<file path="src/verilog/lsu_pkg.sv">
`default_nettype none

package lsu_pkg;

    // data path is fixed at one 32-bit word.
    localparam int xlen = 32;

    // one strobe bit per byte lane.
    localparam int strb_width = xlen / 8;

    // access size as decoded from funct3[1:0].
    typedef enum logic [1:0] {
        size_byte = 2'd0,
        size_half = 2'd1,
        size_word = 2'd2
    } mem_size_e;

endpackage

`default_nettype wire
</file>
<file path="src/verilog/store_align.sv">
`timescale 1ns/1ps
`default_nettype none

module store_align import lsu_pkg::*; (
    input  mem_size_e              size,
    input  logic [1:0]             addr_lo,
    input  logic [xlen-1:0]        wdata,
    output logic [xlen-1:0]        lane_data,
    output logic [strb_width-1:0]  strb
);

    always_comb begin
        // move the low bytes up to the addressed lane.
        lane_data = wdata << {addr_lo, 3'b000};

        case (size)
            size_byte: begin
                strb = strb_width'(1) << addr_lo;
            end
            size_half: begin
                // odd offset is misaligned, so nothing is written.
                if (addr_lo[0]) begin
                    strb = '0;
                end else begin
                    strb = strb_width'(3) << addr_lo;
                end
            end
            size_word: begin
                if (addr_lo == 2'b00) begin
                    strb = '1;
                end else begin
                    strb = '0;
                end
            end
            default: begin
                strb = '0;
            end
        endcase
    end

endmodule

`default_nettype wire

</file>
<file path="config.mk">
export PLATFORM = sky130hd
export DESIGN_NAME = store_align
export DESIGN_NICKNAME = d
export VERILOG_FILES = /design/src/verilog/lsu_pkg.sv /design/src/verilog/store_align.sv
export SDC_FILE = /design/constraint.sdc
export NUM_CORES = 1
export LEC_CHECK = 0
export ABC_AREA = 1
export CAP_MARGIN = 20
export CORE_ASPECT_RATIO = 0.7
export CORE_MARGIN = 2
export CORE_UTILIZATION = 40
export DETAILED_ROUTE_END_ITERATION = 7
export DONT_BUFFER_PORTS = 1
export GPL_ROUTABILITY_DRIVEN = 0
export PLACE_DENSITY_LB_ADDON = 0.3
export SYNTH_ARGS = -nofsm -noshare
export SYNTH_HDL_FRONTEND = slang
export SYNTH_SLANG_ARGS = --single-unit
</file>
<file path="constraint.sdc">
create_clock -name vclk -period 1.81
set_input_delay 0.181 -clock vclk [all_inputs]
set_output_delay 0.181 -clock vclk [all_outputs]
set_load 0.005 [all_outputs]
</file>
==> results.toml <==
[outcome]
status = "finished, final reports clean"

[global_route]
grt_pass1_wl_um = 3370
grt_pass1_vias = 761
grt_usage = 0.188
grt-ovfl-total = 0
antenna_found_initial = 0
grt_max_degree = 30

[floorplan]
die-area_sq_mm = 0.00224
initial_utilization = 0.415
die_x_um = 55.7
core_area_sq_mm = 0.00181
rows = 13
pin_count = 72
dieHeight_um = 40.2

[sta]
rsz0062_at_grt = "false"
slew_violations = 0
tns_ns = 0
worstMarginPinSlew_ns = 0.473
finalHoldViolations = 0
hold_ws_ns = 0.397
post-route-min-period_ns = 1.02
fmax_ghz = 0.976
period_share = 0.566
slew_headroom = 0.684
finalSetupViolCount = 0

[placement]
port_buffers = 0
dp_hpwl_um = 1740

[yosys]
synth.avg_cell_area_sq_um = 4.43
synth_top_area_cell = "nand2_1"
ys_types = 10
yosysWarnings = 0
synthTopCellsByArea = "nand2_1 (45%), nand3_1 (18%), inv_1 (12%), nor2_1 (9.5%), buf_6 (6.0%)"
netlist_area_sq_um = 749
synth_most_common_cell = "nand2_1"
ys_seq_area_frac = 0
netlist_instances = 169
syn_nets = 205
synth_common_cells = "nand2_1 (89), nand3_1 (27), inv_1 (23)"
synth_top_area_share = 0.446

[routing]
top_layer = "met3"
met1Wirelength_um = 963
vias_per_cell = 5.28
drt-pass1-iter-count = 4
drtIter0Drc = 25
dr_total_vias = 966
wl_met2_um = 1110
antenna_left = 0
post_drt_wl_per_cell_um = 12.5
drc_errors = 0
drt-total-wl_um = 2290
wl_met3_um = 219

[pwr]
power_switching_w = 0.0000925
peakVddDrop_uv = 66.0
internal-power_w = 0.0000465
pwr-share-comb = 1.000
switching_share = 0.665
power_frac_seq = 0
leakagePower_nw = 0.476
power_density_mw_per_mm2 = 203
power_frac_clock = 0

[clock_tree]
cts_setup_buffers = 0
cts_resized = 0
ctsHoldBuffers = 0

[cells_and_area]
nNetsFinal = 199
num_antenna_cells = 0
regArea_sq_um = 0
drive_gt1_frac = 0.0186
synthToLayoutAreaGrowth_pct = -8.85
nClkBuffers = 0
seq_cells = 0

[job]
maxCapViolations = 0

[worst_setup_path]
worstSetupPathType = "in -> out"
crit_slowest_cell = "inv_1"
worstPathCellList = "inv_1, nand2_1, nand3_1, nand2_1"
cpMostUsedCell = "nand2_1"
critPathLaunchType = "primary input"
cp.buffers_inverters = 1
crit_family = "buffers and inverters"
critPathArrivalTime_ns = 0.84
end_kind = "primary output"
max_stage_delay_ns = 0.34
crit_fanout = 29
crit_required_ns = 1.63

[worst_hold_path]
min-delay-path-class = "in -> out"
power by group through the flow:
stage               Clock [W]  Combinational [W]  Sequential (W)
detailed placement          0           0.000141               0
global placement            0           0.000137               0
floorplan                   0           0.000149               0
global route                0           0.000165               0
CTS                         0           0.000141               0
finish                      0           0.000139               0
cell families after synthesis:
family        share of synthesized area
buf+inv                           0.249
simple gates                      0.751
layout make-up:
cell class,count,area [sq um]
Inverter,24,92.6
Tap cell,22,27.5
Multi-Input combinational cell,137,563
Fill cell,226,1120
worst paths after layout:
kind / startpoint / endpoint / cells past startpoint
min: addr_lo[1] / lane_data[11] / 1
max: addr_lo[0] / lane_data[26] / 4
metal layers:
metal	global-route usage	vias to the layer above
li1	-	490
met1	0.236	423
met2	0.372	53
met3	0.0290	0
met4	0	0
met5	0	-
layout by cell type (no fill, tap or decap):
master	instances
nor2_4	2
inv_1	23
nand3_1	27
nand2_1	89
nor2_1	19
inv_4	1
metrics by stage:
step | util | setup WS [ns] | total power (W) | cells | instance area, sq um
2_1_floorplan | - | 0.951 | 0.000149 | 169 | 749
3_3_place_gp | 0.378 | 0.794 | 0.000137 | 183 | 683
3_5_place_dp | 0.378 | 0.758 | 0.000141 | 183 | 683
6_report | 0.378 | 0.786 | 0.000139 | 183 | 683
4_1_cts | 0.378 | 0.755 | 0.000141 | 183 | 683
5_1_grt | 0.378 | 0.669 | 0.000165 | 183 | 683
No activity file was read; power rests on OpenSTA's default activity.
