**src/verilog/lsu_pkg.sv**
```systemverilog
`default_nettype none

package lsu_pkg;

    // data path is fixed at one 32-bit word.
    localparam int xlen = 32;

    // one strobe bit per byte lane.
    localparam int strb_width = xlen / 8;

    // access size as decoded from funct3[1:0].
    typedef enum logic [1:0] {
        size_byte = 2'd0,
        size_half = 2'd1,
        size_word = 2'd2
    } mem_size_e;

endpackage

`default_nettype wire
```
**src/verilog/load_extend.sv**
```systemverilog
`timescale 1ns/1ps
`default_nettype none

module load_extend import lsu_pkg::*; (
    input  mem_size_e        size,
    input  logic             is_unsigned,
    input  logic [1:0]       addr_lo,
    input  logic             rvalid,
    input  logic [xlen-1:0]  rword,
    output logic [xlen-1:0]  result
);

    logic [xlen-1:0] shifted;
    logic [7:0]      sel_byte;
    logic [15:0]     sel_half;

    always_comb begin
        // bring the addressed lane down to bit 0.
        shifted  = rword >> {addr_lo, 3'b000};
        sel_byte = shifted[7:0];

        // halfwords only come from offset 0 or 2.
        if (addr_lo[0]) begin
            sel_half = 16'h0000;
        end else begin
            sel_half = shifted[15:0];
        end
    end

    always_comb begin
        result = '0;
        if (rvalid) begin
            case (size)
                size_byte: begin
                    if (is_unsigned) begin
                        result = {{(xlen-8){1'b0}}, sel_byte};
                    end else begin
                        result = {{(xlen-8){sel_byte[7]}}, sel_byte};
                    end
                end
                size_half: begin
                    if (is_unsigned) begin
                        result = {{(xlen-16){1'b0}}, sel_half};
                    end else begin
                        result = {{(xlen-16){sel_half[15]}}, sel_half};
                    end
                end
                default: begin
                    // word loads ignore the low address bits.
                    result = rword;
                end
            endcase
        end
    end

endmodule

`default_nettype wire

```
**config.mk**
```make
export PLATFORM = sky130hd
export DESIGN_NAME = load_extend
export DESIGN_NICKNAME = d
export VERILOG_FILES = /design/src/verilog/lsu_pkg.sv /design/src/verilog/load_extend.sv
export SDC_FILE = /design/constraint.sdc
export NUM_CORES = 1
export LEC_CHECK = 0
export BUFFER_PORTS_ARGS = -buffer_cell sky130_fd_sc_hd__buf_4
export CORE_MARGIN = 2
export CORE_UTILIZATION = 35
export DETAILED_ROUTE_END_ITERATION = 8
export PLACE_DENSITY = 0.74
export SYNTH_ARGS = -nofsm -noshare
export SYNTH_HDL_FRONTEND = slang
export SYNTH_SLANG_ARGS = --single-unit
```
**constraint.sdc**
```tcl
create_clock -name vclk -period 1.2
set_input_delay 0.06 -clock vclk [all_inputs]
set_output_delay 0.06 -clock vclk [all_outputs]
set_load 0.01 [all_outputs]
```
==> results.yml <==
sta:
  maxSlewViolCount: 0
  rsz0062_at_grt: "true"
  worst_pin_slew_ps: 283
  setup_viol: 21
  finalCritPeriodShare: 1.06
  finalSetupTns_ps: -822
  max_freq_ghz: 0.783
  hold_slack_ps: 458
  hold_violations: 0
  final.setup.worst_slack_ps: -76.8
  period_minus_slack_ps: 1280
  max-slew-margin-rel: 0.806
cells_and_area:
  clkbuf_count: 0
  fin_cells: 226
  drive_gt1_frac: 0.587
  nFlopsAndLatches: 0
  diodes: 0
  ff_latch_area_um2: 0
  multiInputGateArea_um2: 896
  area_delta_synth_final_pct: 82.5
  final_nets: 236
  fillers: 205
worst_setup_path:
  cp-start-kind: "input pin"
  worstPathMaxFanout: 13
  path_cells: "buf_8 > mux2_4 > buf_6 > a22oi_4 > buf_12 > o211ai_1 > buf_4"
  path_depth: 7
  setup.worst_path.end_class: "output pin"
  crit_buf_inv: 4
  cp.required_ps: 1140
  critPathTopFamily: "buffers and inverters"
  crit_type: "in2out"
  cp_slowest_cell: "mux2_4"
  worstPathArrival_ps: 1220
  max_stage_delay_ps: 310
placed_design:
  dp_cells: 225
  place_ws_ps: -122
  io_buffers: 70
  dpl.hpwl_um: 2810
  gp_congestion: 0.911
route:
  drt_iter0_drc: 29
  final_antenna_net_count: 0
  wl_per_cell_um: 16.4
  drc_errors: 0
  drt_first_pass_iters: 4
  vias: 1318
  finalWirelength_um: 3710
  vias_per_cell: 5.83
clock_network:
  cts_hold_buf: 0
  post-cts-setup-buffers: 0
logic_synthesis:
  synthTopCellsByArea: "mux2i_1 (15%), o211ai_2 (14%), o221a_1 (9.8%), nand3_1 (9.2%), o221ai_1 (6.6%)"
  synthXorXnorAreaFrac: 0
  synth_top_area_frac: 0.152
  synth_compound_area_frac: 0.444
  synth_common_cells: "nand3_1 (17), mux2i_1 (14), o211ai_2 (10)"
  synth.avg_cell_area_um2: 7.69
  yosys_warnings: 0
  synth_simple_gate_area_frac: 0.266
  synth_fa_ha_area_frac: 0
  synth.largest_area_cell: "mux2i_1"
  synth_area_um2: 923
  syn-num-nets: 158
  synth_most_common_cell: "nand3_1"
  synth_seq_area_share: 0
  synth_cell_type_count: 29
  synth_cells: 120
  synth_top_family_by_area: "compound AO/OA/AOI/OAI gates"
  synth_mux_area_frac: 0.184
run:
  max_cap_violations: 0
power:
  power.density_nw_per_um2: 393
  worst_ir_drop_vdd_v: 0.000272
  p_sw_frac: 0.459
  p_sw_uw: 304
  p_comb_frac: 1.000
  clkPwrFrac: 0
  p_int_uw: 359
  seqPwrFrac: 0
  p_total_uw: 663
  leakage_uw: 0.000860
min_path:
  min-delay-path-class: "in2out"
  worstHoldPathCells: 4
die:
  placementRows: 18
  core_um2: 2500
  die_area_um2: 3070
  start_util: 0.369
  pin_count: 70
  fp.dieW_um: 55.4
  die_h_um: 55.4
global_route:
  grt_pass1_vias: 1314
  grt_usage: 0.232
  grt-ovfl-total: 0
  grt_max_degree: 33
  grt_antenna_before_repair: 0
  grt_pass1_wl_um: 6070
status:
  status: "finished, violations left"
  failed_checks: "negative setup slack"
-- power by group through the flow --
stage | registers [uW] | clock network [uW] | logic, uW
after global routing | 0 | 0 | 707
after detailed placement | 0 | 0 | 602
after CTS | 0 | 0 | 637
after floorplan | 0 | 0 | 291
final | 0 | 0 | 663
after global placement | 0 | 0 | 588
-- timing repair --
item,in CTS,in global routing
gates cloned,1,0
pin swaps,11,2
setup endpoints to repair,29,26
gates resized for setup,16,9
-- placed cells by master, fill, tap and decap left out, drive strengths merged, types with 3 or more instances in the layout --
cell,n
inv,3
buf,90
o21ai,7
o221ai,7
nand3b,3
nand3,17
nand2,8
o221a,8
o211ai,16
and2,7
mux2i,14
-- cell type report --
type                       instances  share of cell area
inverter                           3             0.00668
tap                               30              0.0223
timing repair buffer              90               0.439
multi-input combinational        103               0.532
-- final timing paths --
check / start / end / slack (ps)
max: addr_lo[1] / result[19] / -80
min: rword[21] / result[21] / 460
-- cells by family after synthesis --
| kind of cell | after synthesis |
|---|---|
| muxes | 16 |
| AOI/OAI and AO/OA | 43 |
| buffers and inverters | 18 |
| and+or+nand+nor | 43 |
-- stage by stage --
stage / instance area, um^2 / utilization
after floorplan: 923 / -
after global placement: 1560 / 0.625
after detailed placement: 1560 / 0.625
after CTS: 1640 / 0.654
after global routing: 1690 / 0.674
final: 1690 / 0.674
-- layer usage --
layer	track usage	wire length [um]
met2	0.418	1870
met1	0.300	1510
met5	0	0
met3	0.0258	298
met4	0.0314	29
Power figures use the tool's default switching activity.
