File: config.mk
export PLATFORM = sky130hd
export DESIGN_NAME = axil_master
export DESIGN_NICKNAME = d
export VERILOG_FILES = /design/src/verilog/lsu_pkg.sv /design/src/verilog/axil_master.sv
export SDC_FILE = /design/constraint.sdc
export NUM_CORES = 1
export LEC_CHECK = 0
export ABC_CLOCK_PERIOD_IN_PS = 2900
export BUFFER_PORTS_ARGS = -buffer_cell sky130_fd_sc_hd__buf_4
export CORE_ASPECT_RATIO = 2
export CORE_MARGIN = 2
export CORE_UTILIZATION = 37
export DETAILED_ROUTE_END_ITERATION = 7
export PLACE_DENSITY = 0.76
export SYNTH_ARGS = -nofsm -noshare
export SYNTH_HDL_FRONTEND = slang
export SYNTH_SLANG_ARGS = --single-unit
File: constraint.sdc
create_clock -name clk -period 2.9 [get_ports clk]
set_clock_uncertainty 0.15 [all_clocks]
set_input_delay 0.58 -clock clk [delete_from_list [all_inputs] [get_ports clk]]
set_output_delay 0.58 -clock clk [all_outputs]
set_load 0.03 [all_outputs]
File: src/verilog/lsu_pkg.sv
`default_nettype none

package lsu_pkg;

    // data path is fixed at one 32-bit word.
    localparam int xlen = 32;

    // one strobe bit per byte lane.
    localparam int strb_width = xlen / 8;

    // access size as decoded from funct3[1:0].
    typedef enum logic [1:0] {
        size_byte = 2'd0,
        size_half = 2'd1,
        size_word = 2'd2
    } mem_size_e;

endpackage

`default_nettype wire
File: src/verilog/axil_master.sv
`timescale 1ns/1ps
`default_nettype none

module axil_master import lsu_pkg::*; #(
    parameter int addr_width = 32
) (
    input  logic                   clk,
    input  logic                   rst,

    input  logic                   req_valid,
    input  logic                   req_write,
    input  logic [addr_width-1:0]  req_addr,
    input  logic [xlen-1:0]        lane_data,
    input  logic [strb_width-1:0]  strb,

    output logic                   awvalid,
    output logic [addr_width-1:0]  awaddr,
    input  logic                   awready,

    output logic                   wvalid,
    output logic [xlen-1:0]        wdata,
    output logic [strb_width-1:0]  wstrb,
    input  logic                   wready,

    input  logic                   bvalid,
    output logic                   bready,

    output logic                   arvalid,
    output logic [addr_width-1:0]  araddr,
    input  logic                   arready,

    input  logic                   rvalid,
    input  logic [xlen-1:0]        rdata,
    output logic                   rready,

    output logic [xlen-1:0]        rword,
    output logic                   rdone,
    output logic                   wdone
);

    logic req_valid_q;
    logic busy;
    logic start;
    logic aw_fire;
    logic w_fire;
    logic ar_fire;

    // a new access is a rising edge of req_valid while idle.
    assign start   = req_valid & ~req_valid_q & ~busy;

    assign aw_fire = awvalid & awready;
    assign w_fire  = wvalid & wready;
    assign ar_fire = arvalid & arready;
    assign wdone   = bvalid & bready;
    assign rdone   = rvalid & rready;

    assign rword   = rdata;

    always_ff @(posedge clk) begin
        if (rst) begin
            req_valid_q <= 1'b0;
        end else begin
            req_valid_q <= req_valid;
        end
    end

    // only one transaction in flight.
    always_ff @(posedge clk) begin
        if (rst) begin
            busy <= 1'b0;
        end else if (start) begin
            busy <= 1'b1;
        end else if (wdone || rdone) begin
            busy <= 1'b0;
        end
    end

    always_ff @(posedge clk) begin
        if (rst) begin
            awvalid <= 1'b0;
        end else if (start && req_write) begin
            awvalid <= 1'b1;
        end else if (aw_fire) begin
            awvalid <= 1'b0;
        end
    end

    // data goes out after the address has been taken.
    always_ff @(posedge clk) begin
        if (rst) begin
            wvalid <= 1'b0;
        end else if (aw_fire) begin
            wvalid <= 1'b1;
        end else if (w_fire) begin
            wvalid <= 1'b0;
        end
    end

    always_ff @(posedge clk) begin
        if (rst) begin
            bready <= 1'b0;
        end else if (wdone) begin
            bready <= 1'b0;
        end else if (bvalid) begin
            bready <= 1'b1;
        end
    end

    always_ff @(posedge clk) begin
        if (rst) begin
            arvalid <= 1'b0;
        end else if (start && !req_write) begin
            arvalid <= 1'b1;
        end else if (ar_fire) begin
            arvalid <= 1'b0;
        end
    end

    always_ff @(posedge clk) begin
        if (rst) begin
            rready <= 1'b0;
        end else if (rdone) begin
            rready <= 1'b0;
        end else if (rvalid) begin
            rready <= 1'b1;
        end
    end

    always_ff @(posedge clk) begin
        if (start && req_write) begin
            awaddr <= req_addr;
        end
        if (start && !req_write) begin
            araddr <= req_addr;
        end
        if (aw_fire) begin
            wdata <= lane_data;
            wstrb <= strb;
        end
    end

endmodule

`default_nettype wire

==> results by group <==
STA
  • Worst-margin pin slew: 0.689 ns
  • Unrepaired setup endpoints after global routing: no
  • Setup violations, final: 0
  • Clock period minus worst slack: 1.82 ns
  • Number of hold violations in the final report: 0
  • Max Freq: 550 MHz
  • Final Max Tran Viols: 0
  • Crit share post-route: 0.627
  • Max_slew headroom: 0.539
  • Sum Neg Setup Slack: 0 ns

Finish
  • Layout area overhead: 44.6%
  • Final core area utilization: 0.548
  • ANT cells: 0
  • Final #Nets: 433
  • Layout cell share with drive strength beyond 1: 0.617
  • # fillers: 732

Setup path
  • Register-to-Register Path Depth: 2
  • Critical Path End Type: output port
  • CP required: 2.17 ns
  • Reg2reg end: awaddr[4]
  • CP max FO: 3
  • CP startpoint: rready
  • Setup CP Type: reg2out
  • Crit start category: flip-flop
  • Reg-to-reg setup timing slack: 1.13 ns
  • R2r startpoint: busy
  • Worst EP arrival: 1.09 ns
  • Setup crit end: rdone

Yosys
  • Post-synth EDFFs: 100
  • Synthesized area per cell: 22.2 µm²
  • Ys Warns: 0
  • Area share of the largest cell type after synthesis: 0.850
  • Synth Flop Type: edfxtp_1
  • Synth area leader: edfxtp_1
  • Fraction of registers with async set/reset: 0
  • Most instantiated library cell after synthesis: edfxtp_1
  • Post-synthesis sequential area ratio: 0.890
  • #FFs+latches synth: 107
  • Unique masters post-synth: 17
  • Mapped Area: 0.00353 mm²
  • Syn nets: 268
  • Cell count after synthesis: 159
  • Synth area leaders: edfxtp_1 (85%), buf_4 (6.8%), dfxtp_1 (4.0%), o21ba_1 (0.57%), xnor2_1 (0.50%)
  • Top cells by count, synth: edfxtp_1 (100), buf_4 (32), dfxtp_1 (7)

Clock network
  • Worst-case clock buffer depth: 2
  • Skew-Pair Late Insertion Delay: 0.33 ns
  • CTS clk-pin slew, worst paths: 0.07 ns
  • TritonCTS clock tree: built
  • Clock Sink Count: 107
  • Htree depth: 3
  • Hold bufs inserted after CTS: 0
  • CTS buffer count: 9
  • Setup Buffers After CTS: 0
  • Root buffer cell: clkbuf_16
  • # resized after CTS: 0

Detailed routing
  • DRC Markers: 0
  • Routed vias: 1989
  • Routed wire length: 7850 µm
  • Post-route ant nets: 0
  • Via density per instance: 4.59
  • DR iter-0 viols: 75
  • DR WL/cell: 18.1 µm
  • DR pass1 iterations: 4

Power
  • Pwr Density: 623 mW/mm²
  • Pleak: 2.09 nW
  • Peak supply drop: 0.000475 V

Placed design
  • IO buf count: 183
  • Hpwl dp: 6170 µm
  • Placer Congestion: 0.744

Floorplanning
  • Std-Cell Rows: 50
  • Die Span Y: 142 µm
  • Initial cell density of the core: 0.379
  • Number of I/O pins: 248
  • Die width: 73.1 µm
  • Die ar.: 0.0104 mm²
  • Core ar.: 0.00932 mm²

Global routing
  • Largest net degree at the start of global routing: 37
  • Total GRT Usage: 0.148
  • Initial antenna violation count: 0
  • GRT overflow: 0
  • First-pass GRT wire length: 11000 µm
  • Vias in the first global route: 2113

Run status
  • Outcome: complete, no violations

Hold path
  • Worst hold-check path type: in2reg

Run
  • Max Cap Viol: 0
[how the worst min path moves through the flow]
stage | from | to | slack [ns] | depth (start not counted)
after floorplan | busy | busy | 0.34 | 2
after global placement | wvalid | wvalid | 0.31 | 2
after detailed placement | wvalid | wvalid | 0.34 | 2
after CTS | lane_data[0] | wdata[0] | 0.26 | 1
after global routing | lane_data[2] | wdata[2] | 0.25 | 1
final | lane_data[27] | wdata[27] | 0.27 | 1
[registers in the layout, indices dropped and copies added, names as in the netlist]
signal / flops
bready: 1
req_valid_q: 1
awvalid: 1
awaddr: 32
rready: 1
wvalid: 1
wstrb: 4
wdata: 32
arvalid: 1
busy: 1
araddr: 32
[layout make-up]
cell class	instances	area (µm²)	area share
sequential	107	3140	0.615
timing repair buffer	186	1410	0.276
tap	104	130	0.0255
inverter	2	7.51	0.00147
multi-input combinational	18	149	0.0292
clock buffer	9	225	0.0441
clock inverter	7	43.8	0.00857
[layer usage]
layer,vias to the layer above,wire length (µm),track usage
met4,0,438,0.107
met3,43,795,0.0552
met2,113,4360,0.268
li1,895,-,-
met1,938,2250,0.122
met5,-,0,0
[power by group]
| group | internal, mW | switching, mW |
|---|---|---|
| registers | 1.75 | 0.0190 |
| logic | 0.140 | 0.179 |
| clock network | 0.579 | 0.511 |
| total | 2.47 | 0.709 |
[layout by cell type, fill, tap and decap left out, drive strengths merged]
| cell | n |
|---|---|
| buf | 186 |
| edfxtp | 100 |
| clkbuf | 9 |
| dfxtp | 7 |
| clkinv | 6 |
| inv | 3 |
| and2 | 2 |
| nor2b | 2 |
| o21ba | 2 |
| xnor2 | 2 |
| nor2 | 2 |
| nor4b | 1 |
| nand2 | 1 |
| and4bb | 1 |
| and2b | 1 |
| or4b | 1 |
| o41ai | 1 |
| nand2b | 1 |
| a21oi | 1 |
[logic make-up after synthesis]
| group | after synthesis | synth area share |
|---|---|---|
| AOI/OAI and AO/OA | 4 | 0.00957 |
| xor gates and xnor gates | 2 | 0.00496 |
| buffers and inverters | 34 | 0.0702 |
| DFF | 107 | 0.890 |
| and+or+nand+nor | 12 | 0.0252 |
[per-stage QoR]
stage	hold slack, ns	worst slack [ns]	power (mW)	instance area (µm²)	instances
floorplan	0.342	0.585	2.03	3540	159
global placement	0.313	0.831	2.12	4840	417
detailed placement	0.337	0.782	2.13	4840	417
CTS	0.257	1.05	3.21	5110	433
global route	0.254	1.03	3.27	5110	433
finish	0.272	1.08	3.18	5110	433
[critical path, stage by stage (launching register included)]
cell,delay [ns]
dfxtp_1,0.36
and2_1,0.21
buf_4,0.18
No activity file was read; power rests on OpenSTA's default activity.
